**src/include/glb_settings.svh**
```systemverilog
// global buffer interrupt path settings
// tile and channel counts, bus and counter widths, register map
`ifndef GLB_SETTINGS_SVH
`define GLB_SETTINGS_SVH

// two dma channels per tile, store then load
`define GLB_NUM_TILES 4
`define GLB_NUM_CHAN (2 * `GLB_NUM_TILES)

// bus widths, data must cover one bit per channel
`define GLB_ADDR_W 8
`define GLB_DATA_W 32

// dma length counter width
`define GLB_CNT_W 16

// register map, length of channel c at base + 4*c
`define GLB_ADDR_IER 'h00
`define GLB_ADDR_ISR 'h04
`define GLB_ADDR_LEN_BASE 'h10

`endif
```
**src/design/glb_pkg.sv**
```systemverilog
// shared types for the interrupt path
// configuration request and read response structs
// bridge FSM state encoding
`include "glb_settings.svh"

package glb_pkg;

    // single-cycle request from the bus bridge
    // at most one of wr_en / rd_en high
    typedef struct packed {
        logic                   wr_en;
        logic                   rd_en;
        logic [`GLB_ADDR_W-1:0] addr;
        logic [`GLB_DATA_W-1:0] wr_data;
    } cfg_req_t;

    // read response, valid one cycle after rd_en
    typedef struct packed {
        logic                   rd_data_valid;
        logic [`GLB_DATA_W-1:0] rd_data;
    } cfg_rsp_t;

    // bridge states
    // st_read_wait covers the rd_en cycle and the response cycle
    typedef enum logic [1:0] {
        st_idle,
        st_read_wait,
        st_ack
    } bridge_state_t;

endpackage

```
**src/design/glb_intr_top.sv**
```systemverilog
// interrupt path top level
// wishbone bridge, interrupt controller, one counter per dma channel
`timescale 1ns/1ps
`include "glb_settings.svh"

module glb_intr_top (
    input  logic                   clk,
    input  logic                   reset,
    input  logic                   cyc,
    input  logic                   stb,
    input  logic                   we,
    input  logic [`GLB_ADDR_W-1:0] adr,
    input  logic [`GLB_DATA_W-1:0] dat_w,
    output logic [`GLB_DATA_W-1:0] dat_r,
    output logic                   ack,
    output logic                   interrupt
);

    // request fans out to controller and every counter
    glb_pkg::cfg_req_t                        cfg_req;
    glb_pkg::cfg_rsp_t                        ctrl_rsp;
    logic [`GLB_NUM_CHAN-1:0][`GLB_DATA_W-1:0] chan_rd_data;
    // one done bit per channel
    logic [`GLB_NUM_CHAN-1:0]                 done_pulses;

    glb_wb_cfg_bridge u_bridge (
        .clk          (clk),
        .reset        (reset),
        .cyc          (cyc),
        .stb          (stb),
        .we           (we),
        .adr          (adr),
        .dat_w        (dat_w),
        .dat_r        (dat_r),
        .ack          (ack),
        .cfg_req      (cfg_req),
        .ctrl_rsp     (ctrl_rsp),
        .chan_rd_data (chan_rd_data)
    );

    glb_intr_ctrl u_ctrl (
        .clk         (clk),
        .reset       (reset),
        .cfg_req     (cfg_req),
        .done_pulses (done_pulses),
        .cfg_rsp     (ctrl_rsp),
        .interrupt   (interrupt)
    );

    // even channel store, odd channel load
    for (genvar c = 0; c < `GLB_NUM_CHAN; c++) begin : gen_chan
        glb_dma_counter #(
            .CHAN_ID (c)
        ) u_cnt (
            .clk        (clk),
            .reset      (reset),
            .cfg_req    (cfg_req),
            .rd_data    (chan_rd_data[c]),
            .done_pulse (done_pulses[c])
        );
    end

endmodule

```
**src/design/glb_intr_ctrl.sv**
```systemverilog
// interrupt controller for the global buffer dma channels
// IER and ISR registers, interrupt line, register read-back
// bit 2t is the store channel of tile t, bit 2t+1 its load channel
`timescale 1ns/1ps
`include "glb_settings.svh"

module glb_intr_ctrl (
    input  logic                     clk,
    input  logic                     reset,
    input  glb_pkg::cfg_req_t        cfg_req,
    input  logic [`GLB_NUM_CHAN-1:0] done_pulses,
    output glb_pkg::cfg_rsp_t        cfg_rsp,
    output logic                     interrupt
);

    localparam int AW = `GLB_ADDR_W;
    localparam int DW = `GLB_DATA_W;
    localparam int NC = `GLB_NUM_CHAN;
    localparam int IER_ADDR_I = `GLB_ADDR_IER;
    localparam int ISR_ADDR_I = `GLB_ADDR_ISR;
    localparam logic [AW-1:0] IER_ADDR = IER_ADDR_I[AW-1:0];
    localparam logic [AW-1:0] ISR_ADDR = ISR_ADDR_I[AW-1:0];

    logic [NC-1:0] ier;
    logic [NC-1:0] isr;
    logic          ier_wr;
    logic          isr_wr;

    assign ier_wr = cfg_req.wr_en && (cfg_req.addr == IER_ADDR);
    assign isr_wr = cfg_req.wr_en && (cfg_req.addr == ISR_ADDR);

    // enable register, upper data bits dropped
    always_ff @(posedge clk or posedge reset) begin
        if (reset) begin
            ier <= '0;
        end else if (ier_wr) begin
            ier <= cfg_req.wr_data[NC-1:0];
        end
    end

    // status register
    always_ff @(posedge clk or posedge reset) begin
        if (reset) begin
            isr <= '0;
        end else begin
            for (int i = 0; i < NC; i++) begin
                // enabled completion beats a same-cycle toggle
                if (ier[i] && done_pulses[i]) begin
                    isr[i] <= 1'b1;
                end else if (isr_wr) begin
                    // written ones flip the bit
                    isr[i] <= isr[i] ^ cfg_req.wr_data[i];
                end
            end
        end
    end

    // level interrupt, any pending status
    assign interrupt = |isr;

    // read-back one cycle after rd_en
    always_ff @(posedge clk or posedge reset) begin
        if (reset) begin
            cfg_rsp <= '0;
        end else begin
            cfg_rsp.rd_data_valid <= cfg_req.rd_en;
            if (cfg_req.rd_en) begin
                case (cfg_req.addr)
                    IER_ADDR: cfg_rsp.rd_data <= DW'(ier);
                    ISR_ADDR: cfg_rsp.rd_data <= DW'(isr);
                    // length registers and holes answer zero here
                    default:  cfg_rsp.rd_data <= '0;
                endcase
            end
        end
    end

endmodule

```
**src/design/glb_dma_counter.sv**
```systemverilog
// dma completion counter standing in for one channel
// length register with per-cycle decrement, done pulse and read-back
`timescale 1ns/1ps
`include "glb_settings.svh"

module glb_dma_counter #(
    parameter int CHAN_ID = 0
) (
    input  logic                   clk,
    input  logic                   reset,
    input  glb_pkg::cfg_req_t      cfg_req,
    output logic [`GLB_DATA_W-1:0] rd_data,
    output logic                   done_pulse
);

    localparam int AW = `GLB_ADDR_W;
    localparam int DW = `GLB_DATA_W;
    localparam int CW = `GLB_CNT_W;
    // own length register address
    localparam int LEN_ADDR_I = `GLB_ADDR_LEN_BASE + 4 * CHAN_ID;
    localparam logic [AW-1:0] LEN_ADDR = LEN_ADDR_I[AW-1:0];

    // remaining words
    logic [CW-1:0] count;
    logic          wr_hit;
    logic          rd_hit;

    assign wr_hit = cfg_req.wr_en && (cfg_req.addr == LEN_ADDR);
    assign rd_hit = cfg_req.rd_en && (cfg_req.addr == LEN_ADDR);

    // write loads or reloads, zero cancels
    always_ff @(posedge clk or posedge reset) begin
        if (reset) begin
            count <= '0;
        end else if (wr_hit) begin
            count <= cfg_req.wr_data[CW-1:0];
        end else if (count != '0) begin
            // one word per cycle
            count <= count - CW'(1);
        end
    end

    // last word, unless a write replaces the count this cycle
    assign done_pulse = (count == CW'(1)) && !wr_hit;

    // read data stays zero unless this channel is addressed
    always_ff @(posedge clk or posedge reset) begin
        if (reset) begin
            rd_data <= '0;
        end else if (rd_hit) begin
            rd_data <= DW'(count);
        end else begin
            rd_data <= '0;
        end
    end

endmodule

```
**src/design/glb_wb_cfg_bridge.sv**
```systemverilog
// wishbone classic slave to configuration request bridge
// one transaction at a time, read data merged from controller and counters
`timescale 1ns/1ps
`include "glb_settings.svh"

module glb_wb_cfg_bridge (
    input  logic                                       clk,
    input  logic                                       reset,
    input  logic                                       cyc,
    input  logic                                       stb,
    input  logic                                       we,
    input  logic [`GLB_ADDR_W-1:0]                     adr,
    input  logic [`GLB_DATA_W-1:0]                     dat_w,
    output logic [`GLB_DATA_W-1:0]                     dat_r,
    output logic                                       ack,
    output glb_pkg::cfg_req_t                          cfg_req,
    input  glb_pkg::cfg_rsp_t                          ctrl_rsp,
    input  logic [`GLB_NUM_CHAN-1:0][`GLB_DATA_W-1:0]  chan_rd_data
);

    glb_pkg::bridge_state_t state;
    // set after ack, cleared once stb seen low
    logic                   wait_release;
    logic [`GLB_DATA_W-1:0] merged_rd;

    // unowned addresses return zero, so a plain OR selects the owner
    always_comb begin
        merged_rd = ctrl_rsp.rd_data;
        for (int c = 0; c < `GLB_NUM_CHAN; c++) begin
            merged_rd = merged_rd | chan_rd_data[c];
        end
    end

    always_ff @(posedge clk or posedge reset) begin
        if (reset) begin
            state        <= glb_pkg::st_idle;
            wait_release <= 1'b0;
            cfg_req      <= '0;
            dat_r        <= '0;
        end else begin
            // enables are single-cycle pulses
            cfg_req.wr_en <= 1'b0;
            cfg_req.rd_en <= 1'b0;
            case (state)
                glb_pkg::st_idle: begin
                    if (!stb) begin
                        wait_release <= 1'b0;
                    end
                    if (cyc && stb && !wait_release) begin
                        cfg_req.addr    <= adr;
                        cfg_req.wr_data <= dat_w;
                        if (we) begin
                            // register updates at the end of the ack cycle
                            cfg_req.wr_en <= 1'b1;
                            state         <= glb_pkg::st_ack;
                        end else begin
                            cfg_req.rd_en <= 1'b1;
                            state         <= glb_pkg::st_read_wait;
                        end
                    end
                end
                glb_pkg::st_read_wait: begin
                    // controller valid marks the merge point
                    if (ctrl_rsp.rd_data_valid) begin
                        dat_r <= merged_rd;
                        state <= glb_pkg::st_ack;
                    end
                end
                glb_pkg::st_ack: begin
                    wait_release <= 1'b1;
                    state        <= glb_pkg::st_idle;
                end
                default: begin
                    state <= glb_pkg::st_idle;
                end
            endcase
        end
    end

    // one-cycle ack
    assign ack = (state == glb_pkg::st_ack);

endmodule

```
**config.mk**
```make
export PLATFORM = sky130hd
export DESIGN_NAME = glb_intr_top
export DESIGN_NICKNAME = d
export VERILOG_FILES = /design/src/design/glb_pkg.sv /design/src/design/glb_intr_top.sv /design/src/design/glb_intr_ctrl.sv /design/src/design/glb_dma_counter.sv /design/src/design/glb_wb_cfg_bridge.sv
export VERILOG_INCLUDE_DIRS = /design/src /design/src/include
export SDC_FILE = /design/constraint.sdc
export NUM_CORES = 1
export LEC_CHECK = 0
export BUFFER_PORTS_ARGS = -buffer_cell sky130_fd_sc_hd__buf_2
export CELL_PAD_IN_SITES_DETAIL_PLACEMENT = 1
export CELL_PAD_IN_SITES_GLOBAL_PLACEMENT = 1
export CORE_MARGIN = 4
export CORE_UTILIZATION = 43
export DETAILED_ROUTE_END_ITERATION = 6
export PLACE_DENSITY_LB_ADDON = 0.05
export SYNTH_ARGS = -nofsm -noshare
export SYNTH_HDL_FRONTEND = slang
export SYNTH_SLANG_ARGS = --single-unit
```
**constraint.sdc**
```tcl
create_clock -name clk -period 12.2 [get_ports clk]
set_input_delay 1.22 -clock clk [delete_from_list [all_inputs] [get_ports clk]]
set_output_delay 1.22 -clock clk [all_outputs]
set_load 0.005 [all_outputs]
```
==> impl_metrics.tcl, run 1 <==
set metrics [dict create \
    placer_congestion_estimate 0.828 \
    die_area_um2 37300 \
    synth_area_per_cell_um2 10.2 \
    synth_async_reset_ratio_pct 100 \
    yosysUniqueCellTypes 59 \
    areaGrowthSynthToFinish_pct 12.9 \
    p_leak_nw 7.32 \
    yosysTopAreaCell "dfrtp_1" \
    crit-reg2reg-capture "gen_chan[3].u_cnt.count[3]$_DFFE_PP0P_" \
    finish.cell_count_without_fillers 1949 \
    netlist_area_um2 14700 \
    synth-edff-count 0 \
    min_period_over_period_pct 24.2 \
    vias_in_the_first_global_route 11300 \
    worst_hold_startpoint "u_ctrl.cfg_rsp[32]$_DFF_PP0_" \
    max-slew-margin-rel_pct 28.4 \
    antenna_found_initial 0 \
    pin_count_of_the_biggest_net_entering_global_routing 125 \
    internal_power_mw 2.52 \
    holdPathStages 1 \
    met1_usage_pct 38.9 \
    die_width_um 193 \
    clkSinkCount 326 \
    worst-setup-path-type "reg -> reg" \
    fraction_of_synthesized_cell_area_taken_by_the_top_area_cell_type_pct 55.4 \
    total_power_mw 4.04 \
    worst_pin_slew_ns 1.07 \
    worst-endpoint-arrival_ns 3.31 \
    buffers_added_on_ports 46 \
    crit_start "u_bridge.cfg_req[37]$_DFFE_PP0P_" \
    post_cts_resize_count 0 \
    setup_fix_bufs_post_cts 0 \
    yosysSeqAreaShare_pct 55.4 \
    synth-main-ff-cell "dfrtp_1" \
    place_inst 1883 \
    antennaDiodeCount 0 \
    totalNegativeSetupSlack_ns 0 \
    timing.final.setup_violations 0 \
    drive_gt1_share_pct 11.9 \
    drc 0 \
    layout.nets 1536 \
    rsz0062_at_grt "no" \
    clk_lat_worst_skew_ns 0.53 \
    use_met3_pct 3.67 \
    startpoint_of_the_worst_register_to_register_path "u_bridge.cfg_req[37]$_DFFE_PP0P_" \
    post_synth_inst_count 1441 \
    switching_share_pct 37.5 \
    clkTransAtPathRegs_ns 0.06 \
    first_pass_iters 4 \
    share_comb_of_total_power_pct 22.4 \
    netlist_top_cells_area "dfrtp_1, and2_1, nor2_1" \
    initial_utilization_pct 43.7 \
    grt_overflow 0 \
    hold_violations 0 \
    cts_root_buffer "clkbuf_16" \
    final.min_clock_period_ns 2.95 \
    clockPowerShare_pct 29.5 \
    global_route.usage.met2_pct 39.1 \
    hold_path_class "reg -> reg" \
    worst_ir_drop_vdd_mv 0.179 \
    seq_power_share_pct 48.1 \
    required_arrival_time_at_the_worst_endpoint_ns 12.56 \
    die-height_um 193 \
    route.antenna.remaining_nets 0 \
    cts_hold_buffers 0 \
    detailedRoute.firstIterationViolations 705 \
    core_area_um2 33700 \
    timing.critical_path.from_type "flop" \
    floorplan.io_pins 79 \
    num_rows 67 \
    critical_path_peak_fanout 17 \
    drv_slew 0 \
    status "finished clean" \
    via_per_inst 5.64 \
    tritoncts.num_buffers 38 \
    tritoncts "built" \
    cts-htree-levels 2 \
    drt-wirelength-per-cell_um 23.9 \
    routed-via-count 11000 \
    ctsLongestPathBuffers 3 \
    clock-skew-final_ns 0.0120 \
    min_to "u_bridge.state[0]$_DFFE_PP0P_" \
    clock.fmax_ghz 0.339 \
    ff2ff_path_depth 4 \
    finalWirelength_mm 46.6 \
    timing.hold.ws_ns 0.467 \
    ys_warn_count 0 \
    detailedPlacementHpwl_mm 32.1 \
    cp_endpoint_kind "flop" \
    grt_first_pass_wirelength_mm 71.3 \
    synth_seq_cells 326 \
    cellPowerDensity_nw_per_um2 243 \
    groute.usage.overall_pct 25.6 \
    r2r_slack_ns 9.25 \
    power.net_switching_mw 1.52 \
    gr-max-usage-layer "met2" \
    max-cap-violations 0 \
]
==> critical path, cell delays in order (launching register included) <==
cell and delay, ns:
dfrtp_1 0.45, nor4b_1 0.68, nand2_1 0.44, nor2_1 0.93, o21ai_0 0.25
==> cell families (layout without fill, tap and decap cells) <==
kind of cell,count (synthesis),in the layout,share of synthesized area [%]
flops,326,326,55.4
other cells,1,16,0.0255
xor+xnor,63,63,3.74
compound gates,239,239,9.67
buf+inv,103,148,3.12
mux,47,47,3.51
fa+ha+maj,16,16,1.36
simple gates,646,646,23.2
==> final cells by class <==
type | count | area [um2]
multi-input cells | 1027 | 6180
well taps | 448 | 561
fillers | 3698 | 17100
clock buffers | 53 | 1140
clock inverters | 13 | 176
repair buffers | 58 | 320
inverters | 24 | 97.6
flip-flops and latches | 326 | 8160
==> cell usage after synthesis, types with 13 or more instances <==
| master | count |
|---|---|
| nor3b_1 | 15 |
| inv_1 | 24 |
| and2_1 | 116 |
| or4_1 | 28 |
| clkbuf_1 | 57 |
| a31oi_1 | 27 |
| xor2_1 | 27 |
| a21oi_1 | 65 |
| o31ai_1 | 13 |
| ha_1 | 16 |
| buf_4 | 16 |
| nor2_1 | 135 |
| mux2_2 | 37 |
| nand2_1 | 121 |
| xnor2_1 | 36 |
| o21ai_0 | 78 |
| nor3_1 | 68 |
| dfrtp_1 | 326 |
| nand4_1 | 15 |
| nand3_1 | 27 |
| nor4_1 | 53 |
==> cell usage in the layout, fill, tap and decap left out, types with 6 or more instances in the layout <==
master,synthesis,final
nor3_1,68,68
a211oi_1,12,12
or4_1,28,28
conb_1,1,16
clkbuf_8,0,7
nor4_1,53,52
a31oi_1,27,27
o21ai_0,78,78
and3_1,6,6
a21o_1,7,7
inv_1,24,23
buf_2,4,46
ha_1,16,16
clkbuf_16,0,41
nand3_1,27,27
nor2b_1,10,10
or3b_2,6,6
dfrtp_1,326,326
or3_1,12,12
o41ai_1,9,9
mux2i_1,10,10
nand2b_1,9,9
nand2_1,121,121
and2_1,116,116
a22oi_1,8,8
mux2_2,37,37
xnor2_1,36,36
nor3b_1,15,15
a21oi_1,65,65
nand4_1,15,15
buf_4,16,12
nor2_1,135,134
o31ai_1,13,13
xor2_1,27,27
==> worst max-delay path by stage <==
| stage | slack [ns] | endpoint | cells after the start |
|---|---|---|---|
| global placement | 9.18 | u_ctrl.cfg_rsp[7]$_DFFE_PP0P_ | 3 |
| finish | 9.25 | gen_chan[3].u_cnt.count[3]$_DFFE_PP0P_ | 4 |
| CTS | 9.28 | gen_chan[3].u_cnt.count[3]$_DFFE_PP0P_ | 4 |
| global route | 8.87 | gen_chan[3].u_cnt.count[3]$_DFFE_PP0P_ | 4 |
| floorplan | 1.95 | gen_chan[0].u_cnt.count[0]$_DFFE_PP0P_ | 1 |
| detailed placement | 9.17 | u_ctrl.cfg_rsp[2]$_DFFE_PP0P_ | 3 |
==> routing by layer <==
| metal | vias to the layer above | share of wire [%] |
|---|---|---|
| li1 | 5117 | - |
| met5 | - | 0 |
| met3 | 53 | 3.6 |
| met1 | 5650 | 50 |
| met2 | 178 | 44 |
| met4 | 0 | 2.0 |
==> stage by stage <==
stage          cell area, um2  setup slack [ns]  util [%]
2_1_floorplan           14800              1.95         -
3_3_place_gp            15300              9.18      45.5
5_1_grt                 16600              8.87      49.4
3_5_place_dp            15300              9.17      45.5
6_report                16600              9.25      49.4
4_1_cts                 16600              9.28      49.4
==> power by group through the flow <==
stage | clock [mW] | sequential [mW] | combinational, mW
floorplan | 0 | 1.64 | 0.745
global placement | 0 | 1.94 | 0.871
detailed placement | 0 | 1.95 | 0.906
CTS | 1.22 | 1.93 | 0.911
global route | 1.26 | 1.99 | 1.02
finish | 1.19 | 1.94 | 0.905
==> state kept, by name (all words and copies together), names as in the netlist <==
register and cells:
u_bridge.cfg_req 26, u_bridge.state 2, gen_chan.u_cnt.count 128, u_ctrl.cfg_rsp 9, u_ctrl.isr 8, u_ctrl.ier 8, gen_chan.u_cnt.rd_data 128, u_bridge.wait_release 1
u_bridge.dat_r 16
No activity file was read; power rests on OpenSTA's default activity.
==> inputs of run 2 (changes only) <==
Clock period 12.2 ns to 2.4 ns, I/O delays scaled along.
==> run 2 against run 1 <==
Sequential cell count stayed put. Maximum frequency is 30% higher. Final cell count is 5.2% higher. Power grew to 5.2 times the previous value. Sequential power grew to 5.0 times the previous value. Critical path depth is 1 higher. Combinational power grew to 6.0 times the previous value. Utilization is 2.7 points higher. Register-to-register slack worse by 9.1 ns. Setup slack worse by 9.1 ns. Critical path type unchanged. Largest cell class unchanged. Largest power group unchanged.
==> impl_metrics.tcl, run 2 (synthesis gave the netlist of run 1 again) <==
set metrics [dict create \
    status "finished clean" \
    via_per_inst 5.62 \
    route.antenna.remaining_nets 0 \
    antenna_found_initial 1 \
    die-height_um 193 \
    placer_congestion_estimate 0.885 \
    drc 0 \
    met1_usage_pct 41.4 \
    r2r_slack_ns 0.13 \
    critical_path.slowest_cell "or4b_2" \
    fillcell_total 3742 \
    antennaDiodeCount 0 \
    gr-max-usage-layer "met2" \
    areaGrowthSynthToFinish_pct 19.1 \
    cellPowerDensity_nw_per_um2 1200 \
    timing.final.ws_setup_ns 0.131 \
    worst_ir_drop_vdd_mv 0.927 \
    max-cap-violations 0 \
    layout.nets 1639 \
    detailedPlacementHpwl_mm 34.4 \
    drv_slew 0 \
    timing.final.setup_violations 0 \
    routed-via-count 11500 \
    cts_root_buffer "clkbuf_16" \
    core_area_um2 33700 \
    min_to "u_bridge.cfg_req[32]$_DFFE_PP0P_" \
    worst-setup-path-type "reg -> reg" \
    die_width_um 193 \
    post-place-ws_ns 0.0305 \
    ctsLongestPathBuffers 3 \
    p_leak_nw 7.82 \
    ff2ff_path_depth 5 \
    finalWirelength_mm 48.8 \
    max-slew-margin-rel_pct 41.0 \
    clock-skew-final_ns 0.0183 \
    grt_first_pass_wirelength_mm 75.3 \
    path_delay_family "simple AND/OR/NAND/NOR gates" \
    detailedRoute.firstIterationViolations 680 \
    holdPathStages 2 \
    finish.utilization_pct 52.1 \
    buffers_added_on_ports 46 \
    cp_endpoint_kind "flop" \
    final.min_clock_period_ns 2.27 \
    clock.fmax_ghz 0.441 \
    first_pass_iters 5 \
    drt-wirelength-per-cell_um 23.8 \
    place_inst 1960 \
    biggestRegsByFlops "gen_chan.u_cnt.count: 128 flops, gen_chan.u_cnt.rd_data: 128 flops, u_bridge.cfg_req: 26 flops" \
    multi_input_area_um2 6220 \
    die_area_um2 37300 \
    floorplan.io_pins 79 \
    hold_violations 0 \
    initial_utilization_pct 43.7 \
    totalNegativeSetupSlack_ns 0 \
    mostFrequentLayoutCells "dfrtp_1, nor2_1, nand2_1" \
    global_route.usage.met2_pct 41.6 \
    hold_path_class "in -> reg" \
    grt_overflow 0 \
    worst_hold_startpoint "adr[0]" \
    finish.cell_count_without_fillers 2051 \
    worst_pin_slew_ns 0.885 \
    rsz0062_at_grt "no" \
    path_cells "or4b_2 > buf_4 > o21ai_2 > a21oi_1 > a21o_1" \
    layout_commonest_cell "dfrtp_1" \
    clkSinkCount 326 \
    timing.critical_path.from_type "flop" \
    required_arrival_time_at_the_worst_endpoint_ns 2.82 \
    groute.usage.overall_pct 26.9 \
    vias_in_the_first_global_route 12000 \
    clkTransAtPathRegs_ns 0.06 \
    num_rows 67 \
    critical_path_peak_fanout 13 \
    cts-htree-levels 2 \
    critPathBufInv 1 \
    startpoint_of_the_worst_register_to_register_path "u_bridge.cfg_req[32]$_DFFE_PP0P_" \
    tritoncts.num_buffers 39 \
    crit-reg2reg-capture "gen_chan[1].u_cnt.count[3]$_DFFE_PP0P_" \
    worst-endpoint-arrival_ns 2.69 \
    min_period_over_period_pct 94.5 \
    clk_lat_worst_skew_ns 0.53 \
    use_met3_pct 3.06 \
    drive_gt1_share_pct 16.2 \
    pin_count_of_the_biggest_net_entering_global_routing 94 \
    tritoncts "built" \
    seq_area_um2 8160 \
    cpPeakStageDelay_ns 0.76 \
]
## run 2: cell count changes in the layout (fill, tap and decap cells not counted), moves of 3 or more
| cell | before | now |
|---|---|---|
| buf_4 | 12 | 82 |
| dlygate4sd3_1 | 0 | 24 |
| buf_12 | 0 | 8 |
| clkbuf_8 | 7 | 12 |
| bufinv_16 | 4 | 1 |
## run 2: worst max path at each step
| stage | startpoint | end | slack [ns] | cells past startpoint |
|---|---|---|---|---|
| 3_3_place_gp | u_bridge.cfg_req[37]$_DFFE_PP0P_ | gen_chan[0].u_cnt.count[9]$_DFFE_PP0P_ | 0.16 | 7 |
| 6_report | u_bridge.cfg_req[32]$_DFFE_PP0P_ | gen_chan[1].u_cnt.count[3]$_DFFE_PP0P_ | 0.13 | 5 |
| 2_1_floorplan | reset | gen_chan[0].u_cnt.count[0]$_DFFE_PP0P_ | -2.19 | 1 |
| 3_5_place_dp | u_bridge.cfg_req[37]$_DFFE_PP0P_ | gen_chan[2].u_cnt.count[3]$_DFFE_PP0P_ | 0.03 | 6 |
| 5_1_grt | gen_chan[0].u_cnt.count[0]$_DFFE_PP0P_ | gen_chan[0].u_cnt.count[1]$_DFFE_PP0P_ | 0.005 | 6 |
| 4_1_cts | u_bridge.cfg_req[37]$_DFFE_PP0P_ | gen_chan[2].u_cnt.count[3]$_DFFE_PP0P_ | 0.02 | 6 |
## run 2: cell type report
type | instances | share of cell area, %
Multi-Input combinational cell | 1027 | 35.4
Sequential cell | 326 | 46.5
Tap cell | 448 | 3.19
Clock buffer | 60 | 6.94
Inverter | 24 | 0.535
Clock inverter | 6 | 0.349
Timing Repair Buffer | 160 | 7.10
## run 2: per-stage QoR
step | hold WS (ns) | total power, mW | cell area (um2)
global route | 0.0275 | 22.3 | 17600
CTS | 0.000521 | 21.1 | 17500
floorplan | 0.306 | 12.1 | 14800
finish | 0.0164 | 21.0 | 17600
detailed placement | 0.247 | 15.1 | 16000
global placement | 0.245 | 14.8 | 16000
## run 2: routing by layer
layer | up-vias | wire (um) | share of wire, %
met5 | - | 0 | 0
met4 | 0 | 850 | 1.7
met3 | 48 | 2380 | 4.9
met2 | 260 | 22000 | 45
met1 | 5915 | 23700 | 48
li1 | 5309 | - | -
## run 2: what timing repair did
| item | CTS | global route |
|---|---|---|
| hold buffers | 24 | 0 |
| buffers inserted | 0 | 1 |
| setup endpoints to repair | 0 | 29 |
| resized for setup | 0 | 8 |
| endpoints found under the hold margin | 48 | 0 |
## run 2: power by group
group          switching, mW  internal, mW
clock                   2.32          3.58
sequential              2.67          6.98
combinational           2.95          2.52
total                   7.93          13.1
==> inputs of run 3 (changes only) <==
Clock period 2.4 ns to 2.5 ns, I/O delays scaled along.
==> run 3 against run 2 <==
Global-route usage decreased by 0.066 points. Utilization decreased by 0.18 points. Count of clock-buffer cells in the layout decreased by 7. Clock power decreased by 1%. Via count increased by 0.17%. Largest cell class unchanged.
==> impl_metrics.tcl, run 3 (synthesis gave the netlist of run 1 again) <==
set metrics [dict create \
    layout.nets 1630 \
    tritoncts.num_buffers 39 \
    timing.critical_path.from_type "flop" \
    biggestRegsByFlops "gen_chan.u_cnt.count: 128 flops, gen_chan.u_cnt.rd_data: 128 flops, u_bridge.cfg_req: 26 flops" \
    via_per_inst 5.64 \
    first_pass_iters 5 \
    dpl_cell_area_um2 15900 \
    areaGrowthSynthToFinish_pct 18.7 \
    die-height_um 193 \
    vias_in_the_first_global_route 11900 \
    critical_path_peak_fanout 6 \
    status "finished clean" \
    clkSinkCount 326 \
    clk_lat_worst_skew_ns 0.54 \
    fillcell_total 3712 \
    mostFrequentLayoutCells "dfrtp_1, nor2_1, nand2_1" \
    cts-htree-levels 2 \
    drt-wirelength-per-cell_um 23.9 \
    layout_commonest_cell "dfrtp_1" \
    clock.fmax_ghz 0.431 \
    finish.utilization_pct 51.9 \
    grt_overflow 0 \
    detailedRoute.firstIterationViolations 739 \
    totalNegativeSetupSlack_ns 0 \
    antenna_found_initial 0 \
    clock-skew-final_ns 0.0261 \
    num_rows 67 \
    die_area_um2 37300 \
    buffers_added_on_ports 46 \
    floorplan.io_pins 79 \
    p_leak_nw 7.80 \
    worst_ir_drop_vdd_mv 0.860 \
    routed-via-count 11600 \
    min_period_over_period_pct 92.8 \
    clkTransAtPathRegs_ns 0.06 \
    cp_endpoint_kind "flop" \
    worst-endpoint-arrival_ns 2.75 \
    cellPowerDensity_nw_per_um2 1150 \
    ctsLongestPathBuffers 3 \
    required_arrival_time_at_the_worst_endpoint_ns 2.93 \
    die_width_um 193 \
    detailedPlacementHpwl_mm 34.1 \
    grt_first_pass_wirelength_mm 74.9 \
    hold_path_class "in -> reg" \
    drc 0 \
    tritoncts "built" \
    groute.usage.overall_pct 26.8 \
    max-slew-margin-rel_pct 39.6 \
    total_power_mw 20.1 \
    drive_gt1_share_pct 15.8 \
    placer_congestion_estimate 0.891 \
    pin_count_of_the_biggest_net_entering_global_routing 108 \
    timing.final.setup_violations 0 \
    drv_slew 0 \
    core_area_um2 33700 \
    cts_root_buffer "clkbuf_16" \
    rsz0062_at_grt "no" \
    final.min_clock_period_ns 2.32 \
    hold_violations 0 \
    initial_utilization_pct 43.7 \
    max-cap-violations 0 \
    finalWirelength_mm 48.9 \
    worst-setup-path-type "reg -> reg" \
    stdcell_area_um2 17500 \
    worst_pin_slew_ns 0.906 \
    route.antenna.remaining_nets 0 \
]
run 3: changes by cell type in the layout (fill, tap and decap cells not counted), sizes merged:
cell and delta:
bufinv +2, inv -1, clkbuf -7, diode +2
dlygate4sd3 +3, clkinv +10, buf -12, clkinvlp -1
run 3: routing by layer:
metal	routed length [um]	share of wire, %	global-route usage [%]	vias to the layer above
met2	21500	44	40.7	250
met4	1260	2.6	7.16	0
met5	0	0	0	-
li1	-	-	-	5319
met3	2200	4.5	3.60	68
met1	23900	49	40.7	5915
run 3: per-stage QoR:
step	setup WS [ns]	hold slack, ns	instances
after floorplan	-2.10	0.316	1456
after global routing	0.0211	0.175	2045
final	0.180	0.156	2047
after CTS	0.0608	0.141	2043
after global placement	0.0765	0.205	1947
after detailed placement	0.0220	0.203	1947
run 3: worst max-delay path, stage by stage (launching register included):
cell and delay [ns]:
dfrtp_1 0.42, or4_1 0.58, or3_1 0.45, nor3_2 0.37, mux2i_1 0.12, mux2_2 0.27
run 3: power breakdown:
| part | total [mW] | internal, mW | switching, mW | leakage [nW] |
|---|---|---|---|---|
| Sequential | 9.27 | 6.70 | 2.57 | 4.25 |
| Clock | 5.82 | 3.53 | 2.29 | 0.661 |
| Combinational | 5.02 | 2.31 | 2.71 | 2.89 |
run 3: what timing repair did:
action / CTS / global route
pin swaps: 0 / 2
gates resized for setup: 1 / 4
buffers inserted: 0 / 2
gates cloned: 0 / 0
hold endpoints to repair: 103 / 0
hold buffers: 27 / 0
setup endpoints to repair: 1 / 21
run 3: path summary, 6_finish.rpt:
check                                                         from                                endpoint  slack [ns]  cells after the start
hold / removal                                                 cyc          u_bridge.cfg_req[40]$_DFF_PP0_        0.16                      4
min in group asynchronous                                    reset  gen_chan[4].u_cnt.count[6]$_DFFE_PP0P_        0.19                      3
hold reg to reg                       u_ctrl.cfg_rsp[32]$_DFF_PP0_           u_bridge.state[0]$_DFFE_PP0P_        0.46                      1
setup / recovery           gen_chan[4].u_cnt.count[12]$_DFFE_PP0P_  gen_chan[4].u_cnt.count[1]$_DFFE_PP0P_        0.18                      5
max in group asynchronous                                    reset  gen_chan[2].u_cnt.rd_data[7]$_DFF_PP0_        1.44                      4
setup reg to reg           gen_chan[4].u_cnt.count[12]$_DFFE_PP0P_  gen_chan[4].u_cnt.count[1]$_DFFE_PP0P_        0.18                      5
run 3: layout make-up:
cell class	count	area, um2	area share (%)
Antenna cell	2	5.00	0.0286
Clock buffer	53	1150	6.58
Clock inverter	16	159	0.908
Inverter	24	93.8	0.536
Multi-Input combinational cell	1027	6200	35.5
Sequential cell	326	8160	46.6
Tap cell	448	561	3.20
Timing Repair Buffer	151	1160	6.64
